### config.mk
export PLATFORM = sky130hd
export DESIGN_NAME = decode_stage
export DESIGN_NICKNAME = d
export VERILOG_FILES = /design/src/hw/rv_pkg.sv /design/src/hw/decode_stage.sv
export VERILOG_INCLUDE_DIRS = /design/src /design/src/hw
export SDC_FILE = /design/constraint.sdc
export NUM_CORES = 1
export LEC_CHECK = 0
export ABC_AREA = 1
export BUFFER_PORTS_ARGS = -buffer_cell sky130_fd_sc_hd__buf_2
export CAP_MARGIN = 25
export CORE_AREA = 2 2 175 177
export DETAILED_ROUTE_END_ITERATION = 16
export DIE_AREA = 0 0 177 179
export GPL_ROUTABILITY_DRIVEN = 0
export PLACE_DENSITY_LB_ADDON = 0.3
export SYNTH_ARGS = -nofsm -noshare
export SYNTH_HDL_FRONTEND = slang
export SYNTH_SLANG_ARGS = --single-unit
### constraint.sdc
create_clock -name vclk -period 1.6
set_input_delay 0.32 -clock vclk [all_inputs]
set_output_delay 0.32 -clock vclk [all_outputs]
set_load 0.1 [all_outputs]
### src/hw/rv_consts.svh
`ifndef RV_CONSTS_SVH
`define RV_CONSTS_SVH

// datapath and storage sizes
`define RV_XLEN        32
`define RV_NREG        32
`define RV_IMEM_DEPTH  64
`define RV_RESET_PC    32'h0000_0000

// major opcode field, instr[6:0]
`define RV_OP_OP       7'b0110011
`define RV_OP_OPIMM    7'b0010011
`define RV_OP_LUI      7'b0110111
`define RV_OP_LOAD     7'b0000011
`define RV_OP_STORE    7'b0100011
`define RV_OP_BRANCH   7'b1100011

`endif

### src/hw/rv_pkg.sv
`include "rv_consts.svh"

package rv_pkg;

  typedef logic [`RV_XLEN-1:0]          word_t;
  typedef logic [$clog2(`RV_NREG)-1:0]  reg_idx_t;

  typedef enum logic [2:0]
  {
    ALU_ADD,
    ALU_SUB,
    ALU_AND,
    ALU_OR,
    ALU_XOR,
    ALU_SLT,
    ALU_PASSB
  } alu_op_t;

  //////////////////////////////////////////////////
  // stage boundaries, valid low marks a bubble
  //////////////////////////////////////////////////

  typedef struct packed
  {
    logic   valid;
    word_t  pc;
    word_t  instr;
  } if_id_t;

  typedef struct packed
  {
    logic      valid;
    word_t     pc;
    reg_idx_t  rs1;
    reg_idx_t  rs2;
    reg_idx_t  rd;
    word_t     rs1_val;
    word_t     rs2_val;
    word_t     imm;
    alu_op_t   alu_op;
    logic      use_imm;
    logic      reg_write;
    logic      mem_read;
    logic      mem_write;
    logic      is_branch;
    logic      branch_ne;
  } id_ex_t;

  typedef struct packed
  {
    logic      valid;
    reg_idx_t  rd;
    word_t     alu_res;
    word_t     store_data;
    logic      reg_write;
    logic      mem_read;
    logic      mem_write;
  } ex_mem_t;

  typedef struct packed
  {
    logic      valid;
    reg_idx_t  rd;
    word_t     result;
    logic      reg_write;
  } mem_wb_t;

  // data memory request packet
  typedef struct packed
  {
    logic   we;
    word_t  addr;
    word_t  wdata;
  } dmem_req_t;

endpackage

### src/hw/decode_stage.sv
`timescale 1ns/100ps
`include "rv_consts.svh"

module decode_stage (
  input  rv_pkg::if_id_t    if_in,
  input  rv_pkg::id_ex_t    ex_in,
  output rv_pkg::reg_idx_t  rs1_addr,
  output rv_pkg::reg_idx_t  rs2_addr,
  input  rv_pkg::word_t     rs1_val,
  input  rv_pkg::word_t     rs2_val,
  output rv_pkg::id_ex_t    id_out,
  output logic              hazard
);

  import rv_pkg::*;

  word_t       instr;
  logic [6:0]  opcode;
  logic [2:0]  funct3;
  word_t       imm_i, imm_s, imm_b, imm_u;
  logic        legal;
  logic        use_rs1;
  logic        use_rs2;

  assign instr    = if_in.instr;
  assign opcode   = instr[6:0];
  assign funct3   = instr[14:12];
  assign rs1_addr = instr[19:15];
  assign rs2_addr = instr[24:20];

  // sign-extended immediates per format
  assign imm_i = {{20{instr[31]}}, instr[31:20]};
  assign imm_s = {{20{instr[31]}}, instr[31:25], instr[11:7]};
  assign imm_b = {{19{instr[31]}}, instr[31], instr[7], instr[30:25], instr[11:8], 1'b0};
  assign imm_u = {instr[31:12], 12'b0};

  always_comb
  begin
    legal   = 1'b0;
    use_rs1 = 1'b0;
    use_rs2 = 1'b0;
    id_out  = '0;
    id_out.alu_op = ALU_ADD;
    case (opcode)
      `RV_OP_OP:
      begin
        legal   = 1'b1;
        use_rs1 = 1'b1;
        use_rs2 = 1'b1;
        id_out.reg_write = 1'b1;
        case (funct3)
          3'b000:  id_out.alu_op = instr[30] ? ALU_SUB : ALU_ADD;
          3'b010:  id_out.alu_op = ALU_SLT;
          3'b100:  id_out.alu_op = ALU_XOR;
          3'b110:  id_out.alu_op = ALU_OR;
          3'b111:  id_out.alu_op = ALU_AND;
          default: legal = 1'b0;
        endcase
      end
      `RV_OP_OPIMM:
      begin
        legal   = 1'b1;
        use_rs1 = 1'b1;
        id_out.use_imm   = 1'b1;
        id_out.reg_write = 1'b1;
        id_out.imm       = imm_i;
        case (funct3)
          3'b000:  id_out.alu_op = ALU_ADD;
          3'b100:  id_out.alu_op = ALU_XOR;
          3'b110:  id_out.alu_op = ALU_OR;
          3'b111:  id_out.alu_op = ALU_AND;
          default: legal = 1'b0;
        endcase
      end
      `RV_OP_LUI:
      begin
        legal = 1'b1;
        id_out.use_imm   = 1'b1;
        id_out.reg_write = 1'b1;
        id_out.imm       = imm_u;
        id_out.alu_op    = ALU_PASSB;
      end
      `RV_OP_LOAD:
      begin
        // word loads only
        legal   = (funct3 == 3'b010);
        use_rs1 = 1'b1;
        id_out.use_imm   = 1'b1;
        id_out.reg_write = 1'b1;
        id_out.mem_read  = 1'b1;
        id_out.imm       = imm_i;
      end
      `RV_OP_STORE:
      begin
        legal   = (funct3 == 3'b010);
        use_rs1 = 1'b1;
        use_rs2 = 1'b1;
        id_out.use_imm   = 1'b1;
        id_out.mem_write = 1'b1;
        id_out.imm       = imm_s;
      end
      `RV_OP_BRANCH:
      begin
        // beq and bne
        legal   = (funct3[2:1] == 2'b00);
        use_rs1 = 1'b1;
        use_rs2 = 1'b1;
        id_out.is_branch = 1'b1;
        id_out.branch_ne = funct3[0];
        id_out.imm       = imm_b;
      end
      default:
      begin
        legal = 1'b0;
      end
    endcase
    id_out.valid   = if_in.valid && legal;
    id_out.pc      = if_in.pc;
    id_out.rs1     = use_rs1 ? rs1_addr : '0;
    id_out.rs2     = use_rs2 ? rs2_addr : '0;
    id_out.rd      = instr[11:7];
    id_out.rs1_val = rs1_val;
    id_out.rs2_val = rs2_val;
  end

  // load in execute feeding this instruction costs one bubble
  assign hazard = id_out.valid && ex_in.valid && ex_in.mem_read && (ex_in.rd != '0) &&
                  ((use_rs1 && ex_in.rd == rs1_addr) || (use_rs2 && ex_in.rd == rs2_addr));

endmodule

**Word level (Yosys, flattened, before mapping)**

Cells that the tools add are included.

- Muxes and demuxes: 17
- Eq/ne operators: 12
- Reductions and logical operators: 19

Operator list:

| kind | count |
|---|---|
| 32-bit case mux with 4 select lines | 1 |
| 7-bit by 6-bit equality test with 1-bit output, second input constant | 3 |
| 3-bit case mux with 3 select lines | 2 |
| 3-bit case mux with 5 select lines | 1 |
| 4-bit OR reduction | 3 |
| 5-bit equality test | 2 |
| 5-bit 2-to-1 mux | 2 |
| 5-bit OR reduction | 2 |
| 3-bit equality test, second input constant | 3 |
| 1-bit 2-to-1 mux | 9 |
| 7-bit by 2-bit equality test with 1-bit output, second input constant | 1 |
| 7-bit by 5-bit equality test with 1-bit output, second input constant | 1 |
| 7-bit equality test, second input constant | 1 |
| 1-bit logical AND | 7 |
| 1-bit case mux with 5 select lines | 1 |
| 5-bit nonzero test | 1 |
| 2-bit OR reduction | 2 |
| 3-bit by 2-bit equality test with 1-bit output, second input constant | 1 |
| 3-bit zero test | 1 |
| 3-bit OR reduction | 1 |
| 2-bit zero test | 1 |
| 2-bit 2-to-1 mux | 1 |
| 1-bit logical OR | 1 |

- Output and inout port bits: 164
- Flip-flop bits (word level): 0
- Input port bits: 282
- Logic and storage cells: 48

**Depth between registers and ports, before layout**

Gate-level depths: netlist (run 1).

- Depth after elaboration: 9
- Gate-level depth with buffers: 10
- Gate-level depth less buffers: 9

**Least setup slack after synthesis (run 1)**

No wires, ideal clock.

- Path type: input port to output port
- From: in if_in[2] in the netlist's numbering
- To: out id_out[7] in the netlist's numbering
- Buffers on the path: 1
- Arrival time: 3028 ps
- Setup slack: -1748 ps
- Stages: 6
- Data required time: 1280 ps
- Cell sequence: inv_1 > nand2_2 > nor2_4 > buf_6 > inv_1 > o31ai_1

RTL lines:

| element | line | source |
|---|---|---|
| start, declared | decode_stage.sv:5 | `input rv_pkg::if_id_t if_in,` |
| end, declared | decode_stage.sv:11 | `output rv_pkg::id_ex_t id_out,` |

==> out/metrics.cfg, run 1 <==
[status]
status=finished with violations
violations=negative setup slack

[power]
seq_power_share_pct=0
cellLeakagePower_nw=1.58
switchingPower_mw=0.486
p_int_mw=0.251
power_frac_comb_pct=100.0
clkPwrFrac_pct=0
switching_share_pct=65.9
vdd_drop_max_mv=0.113
power_density_nw_per_um2=185

[cells_and_area]
clock_buffers=0
diodes=0
seqCellArea_sq_um=0
finalNonFillerCells=718
nNetsFinal=606
syn_to_final_growth_pct=140
seq_cell_count=0
fillers=3411
drive_above_1_share_pct=78.9
multi_input_comb_area_sq_um=1300

[logic_synthesis]
ys_types=27
netlist_top_cells_count=buf_4 (111), inv_1 (35), nor2_1 (31)
synth_top_area_share_pct=50.1
yosys_warnings=0
synth_top_cell_by_area=buf_4
synth_nets=557
ys_top_cells_by_area=buf_4 (50%), inv_1 (7.9%), o21ai_0 (7.2%), nor2_1 (7.0%), nand2_1 (6.3%)
yosysMostFrequentCell=buf_4
yosysSeqAreaShare_pct=0
synthCells=275
synth_area_per_cell_sq_um=6.05
syn_area_sq_um=1660

[grt]
grt_util_all_layers_pct=5.29
first_global_vias=1872
grt_max_degree=11
grt_pass1_wl_microns=12300
grt_overflow=0
antenna_found_initial=0

[timing]
setup_violations=52
rsz0062_at_grt=true
fmax_ghz=0.537
tightest_slew_ns=0.487
hold_viol=0
tns_ns=-10.02
fin_ws_ns=-0.261
slew_headroom_pct=67.7
report.final.slew_viol_count=0
whs_ns=0.640
fin_crit_ns=1.86
period_share_pct=116

[floorplan]
fp.dieArea_sq_um=31700
io_pins=446
rows=64
chipWidth_microns=177
die_h_microns=179
start_util_pct=5.54
coreArea_sq_um=30000

[drt]
vias=1759
drt-pass1-iter-count=4
route.met2.wl_microns=4210
drt_iter0_markers=27
postRouteAntennaNets=0
top_layer=met4
wl_microns=8690
wl_per_cell_microns=12.1
met3_wirelength_microns=1050
via_per_inst=2.45
remaining_drc_errors=0
drt-met1-wl_microns=3140

[place]
hpwlAfterDp_microns=8070
place_inst=712
post-place-ws_ns=-0.381
port-buffer-count=108

[setup_path]
start_kind=primary input
worst_ep_arrival_time_ns=1.54
critPathCaptureType=output port
crit_path_max_fanout=6
cp_data_required_time_ns=1.28
path_class=primary input to output port

[clocking]
hold_buffers=0

[hold_path]
hp-class=primary input to output port

[flow_run]
drv_cap=0

## cell type report
cell class                      instances  area share, %
Inverter                               36           4.64
Timing Repair Buffer                  162           50.3
Multi-Input combinational cell        124           32.6
Tap cell                              396           12.4
## path summary, 6_finish.rpt
kind | start | end | slack, ns | cells past startpoint
setup / recovery | if_in[3] | id_out[20] | -0.26 | 10
hold / removal | rs1_val[29] | id_out[102] | 0.64 | 0
## kinds of logic after synthesis
family	count (synthesis)	synth area share [%]
buffers and inverters	151	60.2
and+or+nand+nor	81	22.7
xor gates and xnor gates	10	5.27
AOI/OAI and AO/OA	33	11.8
## per-stage QoR
stage / instance area (sq um) / utilization, % / power [mW]
after floorplan: 2240 / - / 1.57
after global placement: 3710 / 12.4 / 0.711
after detailed placement: 3710 / 12.4 / 0.709
after CTS: 3940 / 13.1 / 0.746
after global routing: 3990 / 13.3 / 0.782
final: 3990 / 13.3 / 0.737
## power groups by stage
stage	clock network, mW	logic (mW)	registers, mW
floorplan	0	1.57	0
global placement	0	0.711	0
detailed placement	0	0.709	0
CTS	0	0.746	0
global route	0	0.782	0
finish	0	0.737	0
## critical path, stage by stage
cell       delay (ns)
buf_12           0.11
inv_12           0.04
nand2_4          0.04
nor2_4           0.16
buf_12           0.15
o21ai_4          0.07
buf_6            0.13
a21boi_4         0.18
o2bb2ai_4        0.14
buf_12           0.19
## per-layer routing
| layer | track usage, % | up-vias |
|---|---|---|
| met1 | 5.95 | 765 |
| met4 | 1.76 | 0 |
| met5 | 0 | - |
| met2 | 9.08 | 119 |
| met3 | 2.12 | 40 |
| li1 | - | 835 |
## layout by cell type, fill, tap and decap left out, types with 4 or more instances in the layout
cell type and n:
clkinvlp_4 4, inv_1 25, buf_4 31, o21ai_4 24, xor2_1 7, nor2_4 23
nand2_1 14, buf_2 47, nand3_4 5, nor2_1 10, nand3_1 6, buf_12 65
nand2_2 10, nand2_4 4, buf_6 15
## what timing repair did
action	in CTS	in global routing
resized for setup	55	11
setup buffers	3	3
cloned	1	0
pin swaps	20	12
setup endpoints to repair	53	53
(Power assumes the default switching activity.)
==> run 2, diff against run 1 <==
Settings changed: ABC_AREA 1 to not set.
==> out/metrics.cfg, run 2 <==
[timing]
hold_viol=0  ; unchanged
tightest_slew_ns=0.494  ; was 0.487 ns
fmax_ghz=0.417  ; was 0.537 GHz
period_share_pct=150  ; was 116%
fin_ws_ns=-0.801  ; was -0.261 ns
rsz0062_at_grt=true  ; unchanged
slew_headroom_pct=67.3  ; was 67.7%
whs_ns=0.640  ; unchanged
report.final.slew_viol_count=0  ; unchanged
tns_ns=-18.09  ; was -10.02 ns
setup_violations=51  ; was 52
fin_crit_ns=2.40  ; was 1.86 ns

[logic_synthesis]
synth_top_area_share_pct=50.9  ; was 50.1%
synth_nets=521  ; was 557
yosys_warnings=0  ; unchanged
yosysSeqAreaShare_pct=0  ; unchanged
syn_area_sq_um=1670  ; was 1660 sq um
netlist_top_cells_count=buf_4 (113), a21o_1 (20), and2_1 (18)  ; was buf_4 (111), inv_1 (35), nor2_1 (31)
synth_compound_area_share_pct=17.6  ; was 11.8%
synthMuxAreaShare_pct=0.676  ; was 0%
synth_area_per_cell_sq_um=6.97  ; was 6.05 sq um
ys_types=35  ; was 27
synth_xor_area_share_pct=5.26  ; was 5.27%
synth_top_cell_by_area=buf_4  ; unchanged
yosysMostFrequentCell=buf_4  ; unchanged
ys_top_cells_by_area=buf_4 (51%), a21o_1 (9.0%), and2_1 (6.8%), nor2_1 (3.2%), xnor2_1 (2.6%)  ; was buf_4 (50%), inv_1 (7.9%), o21ai_0 (7.2%), nor2_1 (7.0%), nand2_1 (6.3%)
synth_top_family_by_area=buffers and inverters  ; unchanged
synthCells=239  ; was 275
yosys.area_share.simple_pct=22.5  ; was 22.7%
synth-adder-area-share_pct=0  ; unchanged

[setup_path]
crit_path_max_fanout=3  ; was 6
cp_data_required_time_ns=1.28  ; about the same
path_class=primary input to output port  ; unchanged
path_buf_inv=3  ; was 5
worst_ep_arrival_time_ns=2.08  ; was 1.54 ns
path_delay_family=simple AND/OR/NAND/NOR gates  ; was buffers and inverters
cpPeakStageDelay_ns=0.49  ; was 0.19 ns
critPathCaptureType=output port  ; unchanged
start_kind=primary input  ; unchanged
worstPathCellList=buf_8, or4b_1, o22ai_1, nand2_1, a2111oi_4, buf_4, nor3b_4, buf_12  ; was buf_12, inv_12, nand2_4, nor2_4, buf_12, o21ai_4, buf_6, a21boi_4, o2bb2ai_4, buf_12
cpMaxStageDelayCell=or4b_1  ; was buf_12

[floorplan]
fp.dieArea_sq_um=31700  ; unchanged
io_pins=446  ; unchanged
die_h_microns=179  ; unchanged
rows=64  ; unchanged
start_util_pct=5.55  ; was 5.54%
coreArea_sq_um=30000  ; unchanged
chipWidth_microns=177  ; unchanged

[place]
port-buffer-count=108  ; unchanged
place_inst=670  ; was 712
hpwlAfterDp_microns=8080  ; was 8070 microns

[cells_and_area]
layout_common_cells=buf_12 (65), buf_2 (38), buf_4 (32)  ; was buf_12 (65), buf_2 (47), buf_4 (31)
diodes=0  ; unchanged
fillers=3429  ; was 3,411
seqCellArea_sq_um=0  ; unchanged
multi_input_comb_area_sq_um=1240  ; was 1300 sq um
syn_to_final_growth_pct=127  ; was 140%
seq_cell_count=0  ; unchanged
fin_util_pct=12.6  ; was 13.3%
layout_commonest_cell=buf_12  ; unchanged
nNetsFinal=561  ; was 606
finalNonFillerCells=673  ; was 718
clock_buffers=0  ; unchanged
drive_above_1_share_pct=86.3  ; was 78.9%

[drt]
via_per_inst=2.43  ; was 2.45
drt-pass1-iter-count=4  ; unchanged
wl_microns=8940  ; was 8690 microns
remaining_drc_errors=0  ; unchanged
postRouteAntennaNets=0  ; unchanged
wl_per_cell_microns=13.3  ; was 12.1 microns
vias=1635  ; was 1,759
drt_iter0_markers=50  ; was 27

[hold_path]
hp-class=primary input to output port  ; unchanged

[clocking]
hold_buffers=0  ; unchanged

[status]
violations=negative setup slack  ; unchanged
status=finished with violations  ; unchanged

[power]
cellLeakagePower_nw=1.47  ; was 1.58 nW
power_density_nw_per_um2=207  ; was 185 nW/um^2
power_mw=0.782  ; was 0.737 mW
vdd_drop_max_mv=0.0808  ; was 0.113 mV

[grt]
grt_pass1_wl_microns=12300  ; about the same
grt_overflow=0  ; unchanged
antenna_found_initial=0  ; unchanged
first_global_vias=1820  ; was 1,872
grt_max_degree=14  ; was 11
grt_util_all_layers_pct=5.27  ; was 5.29%

[flow_run]
drv_cap=0  ; unchanged

-- run 2: changes by cell type after synthesis, sizes merged, moves of 3 or more --
| cell | delta |
|---|---|
| a21o | +20 |
| and2 | +18 |
| and3 | +4 |
| nor2 | -22 |
| o21ai | -24 |
| or2 | +3 |
| nand2 | -24 |
| clkbuf | +5 |
| a22oi | +4 |
| inv | -34 |
| nor2b | +3 |
| nand3 | -10 |
| a21oi | +3 |
| nand2b | +4 |
-- run 2: final timing paths --
path	slack, ns	endpoint	from	cells past startpoint
worst min-delay path	0.64	id_out[104]	rs1_val[31]	0
worst max-delay path	-0.80	hazard	if_in[4]	8
-- run 2: report_power, final --
group	switching, mW	internal [mW]	total (mW)
combinational	0.476	0.306	0.782
clock	0	0	0
sequential	0	0	0
total	0.476	0.306	0.782
-- run 2: cells by family (layout without fill, tap and decap cells) --
family	after synthesis	count (layout)
AO/OA/AOI/OAI	38	38
XOR/XNOR	10	10
buffers and inverters	124	162
multiplexers	1	1
AND/OR/NAND/NOR	66	66
-- run 2: repair_timing --
action / in CTS / in global routing
pin swaps: 14 / 16
endpoints found under the setup margin: 53 / 53
resized for setup: 48 / 22
buffers inserted: 3 / 7
-- run 2: layout make-up --
cell class                      instances  area share, %
Tap cell                              396           13.1
Inverter                                2          0.199
Multi-Input combinational cell        115           32.9
Timing Repair Buffer                  160           53.8
-- run 2: stage by stage --
| stage | setup slack (ns) | cell area, sq um |
|---|---|---|
| 2_1_floorplan | -2.09 | 2040 |
| 3_3_place_gp | -0.906 | 3500 |
| 3_5_place_dp | -0.891 | 3500 |
| 4_1_cts | -0.828 | 3710 |
| 5_1_grt | -0.903 | 3780 |
| 6_report | -0.801 | 3780 |
-- run 2: routing by layer --
layer / track usage (%) / vias to the layer above / wire [microns]
met4: 2.20 / 0 / 417
met5: 0 / - / 0
met1: 5.95 / 731 / 3300
met3: 2.37 / 46 / 1010
li1: - / 755 / -
met2: 8.61 / 103 / 4220
==> run 3, diff against run 2 <==
Clock period 1.6 ns to 2.7 ns, I/O delays scaled along.
==> out/metrics.cfg, run 3 (synthesis results as in run 2) <==
[grt]
grt_max_degree=22  ; was 14
grt_util_all_layers_pct=5.17  ; was 5.27%
first_global_vias=1571  ; was 1,820
grt_pass1_wl_microns=11700  ; was 12,300 microns
grt_overflow=0  ; unchanged
antenna_found_initial=2  ; was 0

[floorplan]
chipWidth_microns=177  ; unchanged
rows=64  ; unchanged
die_h_microns=179  ; unchanged
coreArea_sq_um=30000  ; unchanged
start_util_pct=5.55  ; unchanged
io_pins=446  ; unchanged
fp.dieArea_sq_um=31700  ; unchanged

[setup_path]
path_buf_inv=2  ; was 3
cp_data_required_time_ns=2.16  ; was 1.28 ns
critPathCaptureType=output port  ; unchanged
crit_path_max_fanout=4  ; was 3
cpMaxStageDelayCell=or4b_1  ; unchanged
path_class=primary input to output port  ; unchanged
worstPathCellList=buf_8, or4b_1, o22ai_1, nand2_1, a2111oi_4, nor3b_4, buf_12  ; was buf_8, or4b_1, o22ai_1, nand2_1, a2111oi_4, buf_4, nor3b_4, buf_12
worst_ep_arrival_time_ns=2.29  ; was 2.08 ns
start_kind=primary input  ; unchanged
path_delay_family=simple AND/OR/NAND/NOR gates  ; unchanged
cpPeakStageDelay_ns=0.51  ; was 0.49 ns

[timing]
fin_ws_ns=-0.130  ; was -0.801 ns
tightest_slew_ns=0.507  ; was 0.494 ns
slew_headroom_pct=66.5  ; was 67.3%
period_share_pct=105
fmax_ghz=0.353
setup_violations=1  ; was 51
fin_crit_ns=2.83
rsz0062_at_grt=true  ; unchanged
report.final.slew_viol_count=0  ; unchanged
tns_ns=-0.130  ; was -18.09 ns
hold_viol=0  ; unchanged

[clocking]
hold_buffers=0  ; unchanged

[hold_path]
min_from=rs1_val[27]  ; was rs1_val[31]
worstHoldPathCells=0  ; unchanged
whs_endpoint=id_out[100]  ; was id_out[104]
hp-class=primary input to output port  ; unchanged

[cells_and_area]
layout_commonest_cell=buf_12  ; unchanged
drive_above_1_share_pct=69.0  ; was 86.3%
clock_buffers=0  ; unchanged
seqCellArea_sq_um=0  ; unchanged
syn_to_final_growth_pct=76.9  ; was 127%
nNetsFinal=536  ; was 561
fillers=3492  ; was 3,429
layout_common_cells=buf_12 (54), buf_2 (53), buf_4 (26)  ; was buf_12 (65), buf_2 (38), buf_4 (32)
seq_cell_count=0  ; unchanged

[status]
violations=negative setup slack  ; unchanged
status=finished with violations  ; unchanged

[power]
power_density_nw_per_um2=124  ; was 207 nW/um^2
vdd_drop_max_mv=0.0519  ; was 0.0808 mV
cellLeakagePower_nw=1.20  ; was 1.47 nW

[drt]
drt-pass1-iter-count=4  ; unchanged
via_per_inst=2.33  ; was 2.43
postRouteAntennaNets=0  ; unchanged
wl_per_cell_microns=13.5  ; was 13.3 microns
drt_iter0_markers=35  ; was 50
vias=1513  ; was 1,635
remaining_drc_errors=0  ; unchanged
wl_microns=8760  ; was 8940 microns

[place]
port-buffer-count=108  ; unchanged
post-place-ws_ns=-0.246  ; was -0.891 ns
hpwlAfterDp_microns=7830  ; was 8080 microns

[flow_run]
drv_cap=0  ; unchanged

run 3: cell types whose count changed in the layout (fill, tap and decap cells not counted), moves of 11 or more:
cell | before | now
buf_12 | 65 | 54
and2_1 | 0 | 16
a21o_4 | 19 | 0
buf_6 | 19 | 0
and2_4 | 18 | 1
buf_2 | 38 | 53
a21o_2 | 0 | 19
run 3: final cells by class:
| class | count | area [sq um] | area share [%] |
|---|---|---|---|
| Antenna cell | 1 | 2.50 | 0.0849 |
| Inverter | 2 | 7.51 | 0.255 |
| Multi-Input combinational cell | 115 | 871 | 29.5 |
| Tap cell | 396 | 495 | 16.8 |
| Timing Repair Buffer | 135 | 1570 | 53.3 |
run 3: worst max-delay path by stage:
stage	from	end	slack, ns	depth (start not counted)
finish	if_in[4]	hazard	-0.13	7
global route	if_in[4]	hazard	-0.21	7
CTS	if_in[13]	hazard	-0.25	7
detailed placement	if_in[6]	hazard	-0.25	7
global placement	if_in[6]	hazard	-0.26	7
floorplan	if_in[2]	hazard	-1.43	6
run 3: metal layers:
| metal | global-route usage, % | wire length, microns |
|---|---|---|
| met5 | 0 | 13 |
| met4 | 1.45 | 243 |
| met3 | 1.51 | 760 |
| met2 | 8.77 | 4180 |
| met1 | 6.33 | 3560 |
run 3: what timing repair did:
item	CTS	global route
resized for setup	5	6
endpoints found under the hold margin	0	0
endpoints found under the setup margin	2	21
pin swaps	4	6
setup buffers	0	2
run 3: power by group:
part	internal [mW]	switching (mW)	total, mW
Clock	0.0000000495	0	0.0000000495
Sequential	0	0	0
Combinational	0.113	0.253	0.366
run 3: through the flow:
step           total power, mW  utilization (%)  cell area (sq um)  instances  hold WS [ns]
2_1_floorplan            0.909                -               1750        239          1.19
3_3_place_gp             0.367             9.64               2890        647          1.08
3_5_place_dp             0.367             9.64               2890        647          1.08
4_1_cts                  0.370             9.69               2910        647          1.08
5_1_grt                  0.387             9.81               2950        648          1.08
6_report                 0.366             9.82               2950        649          1.08
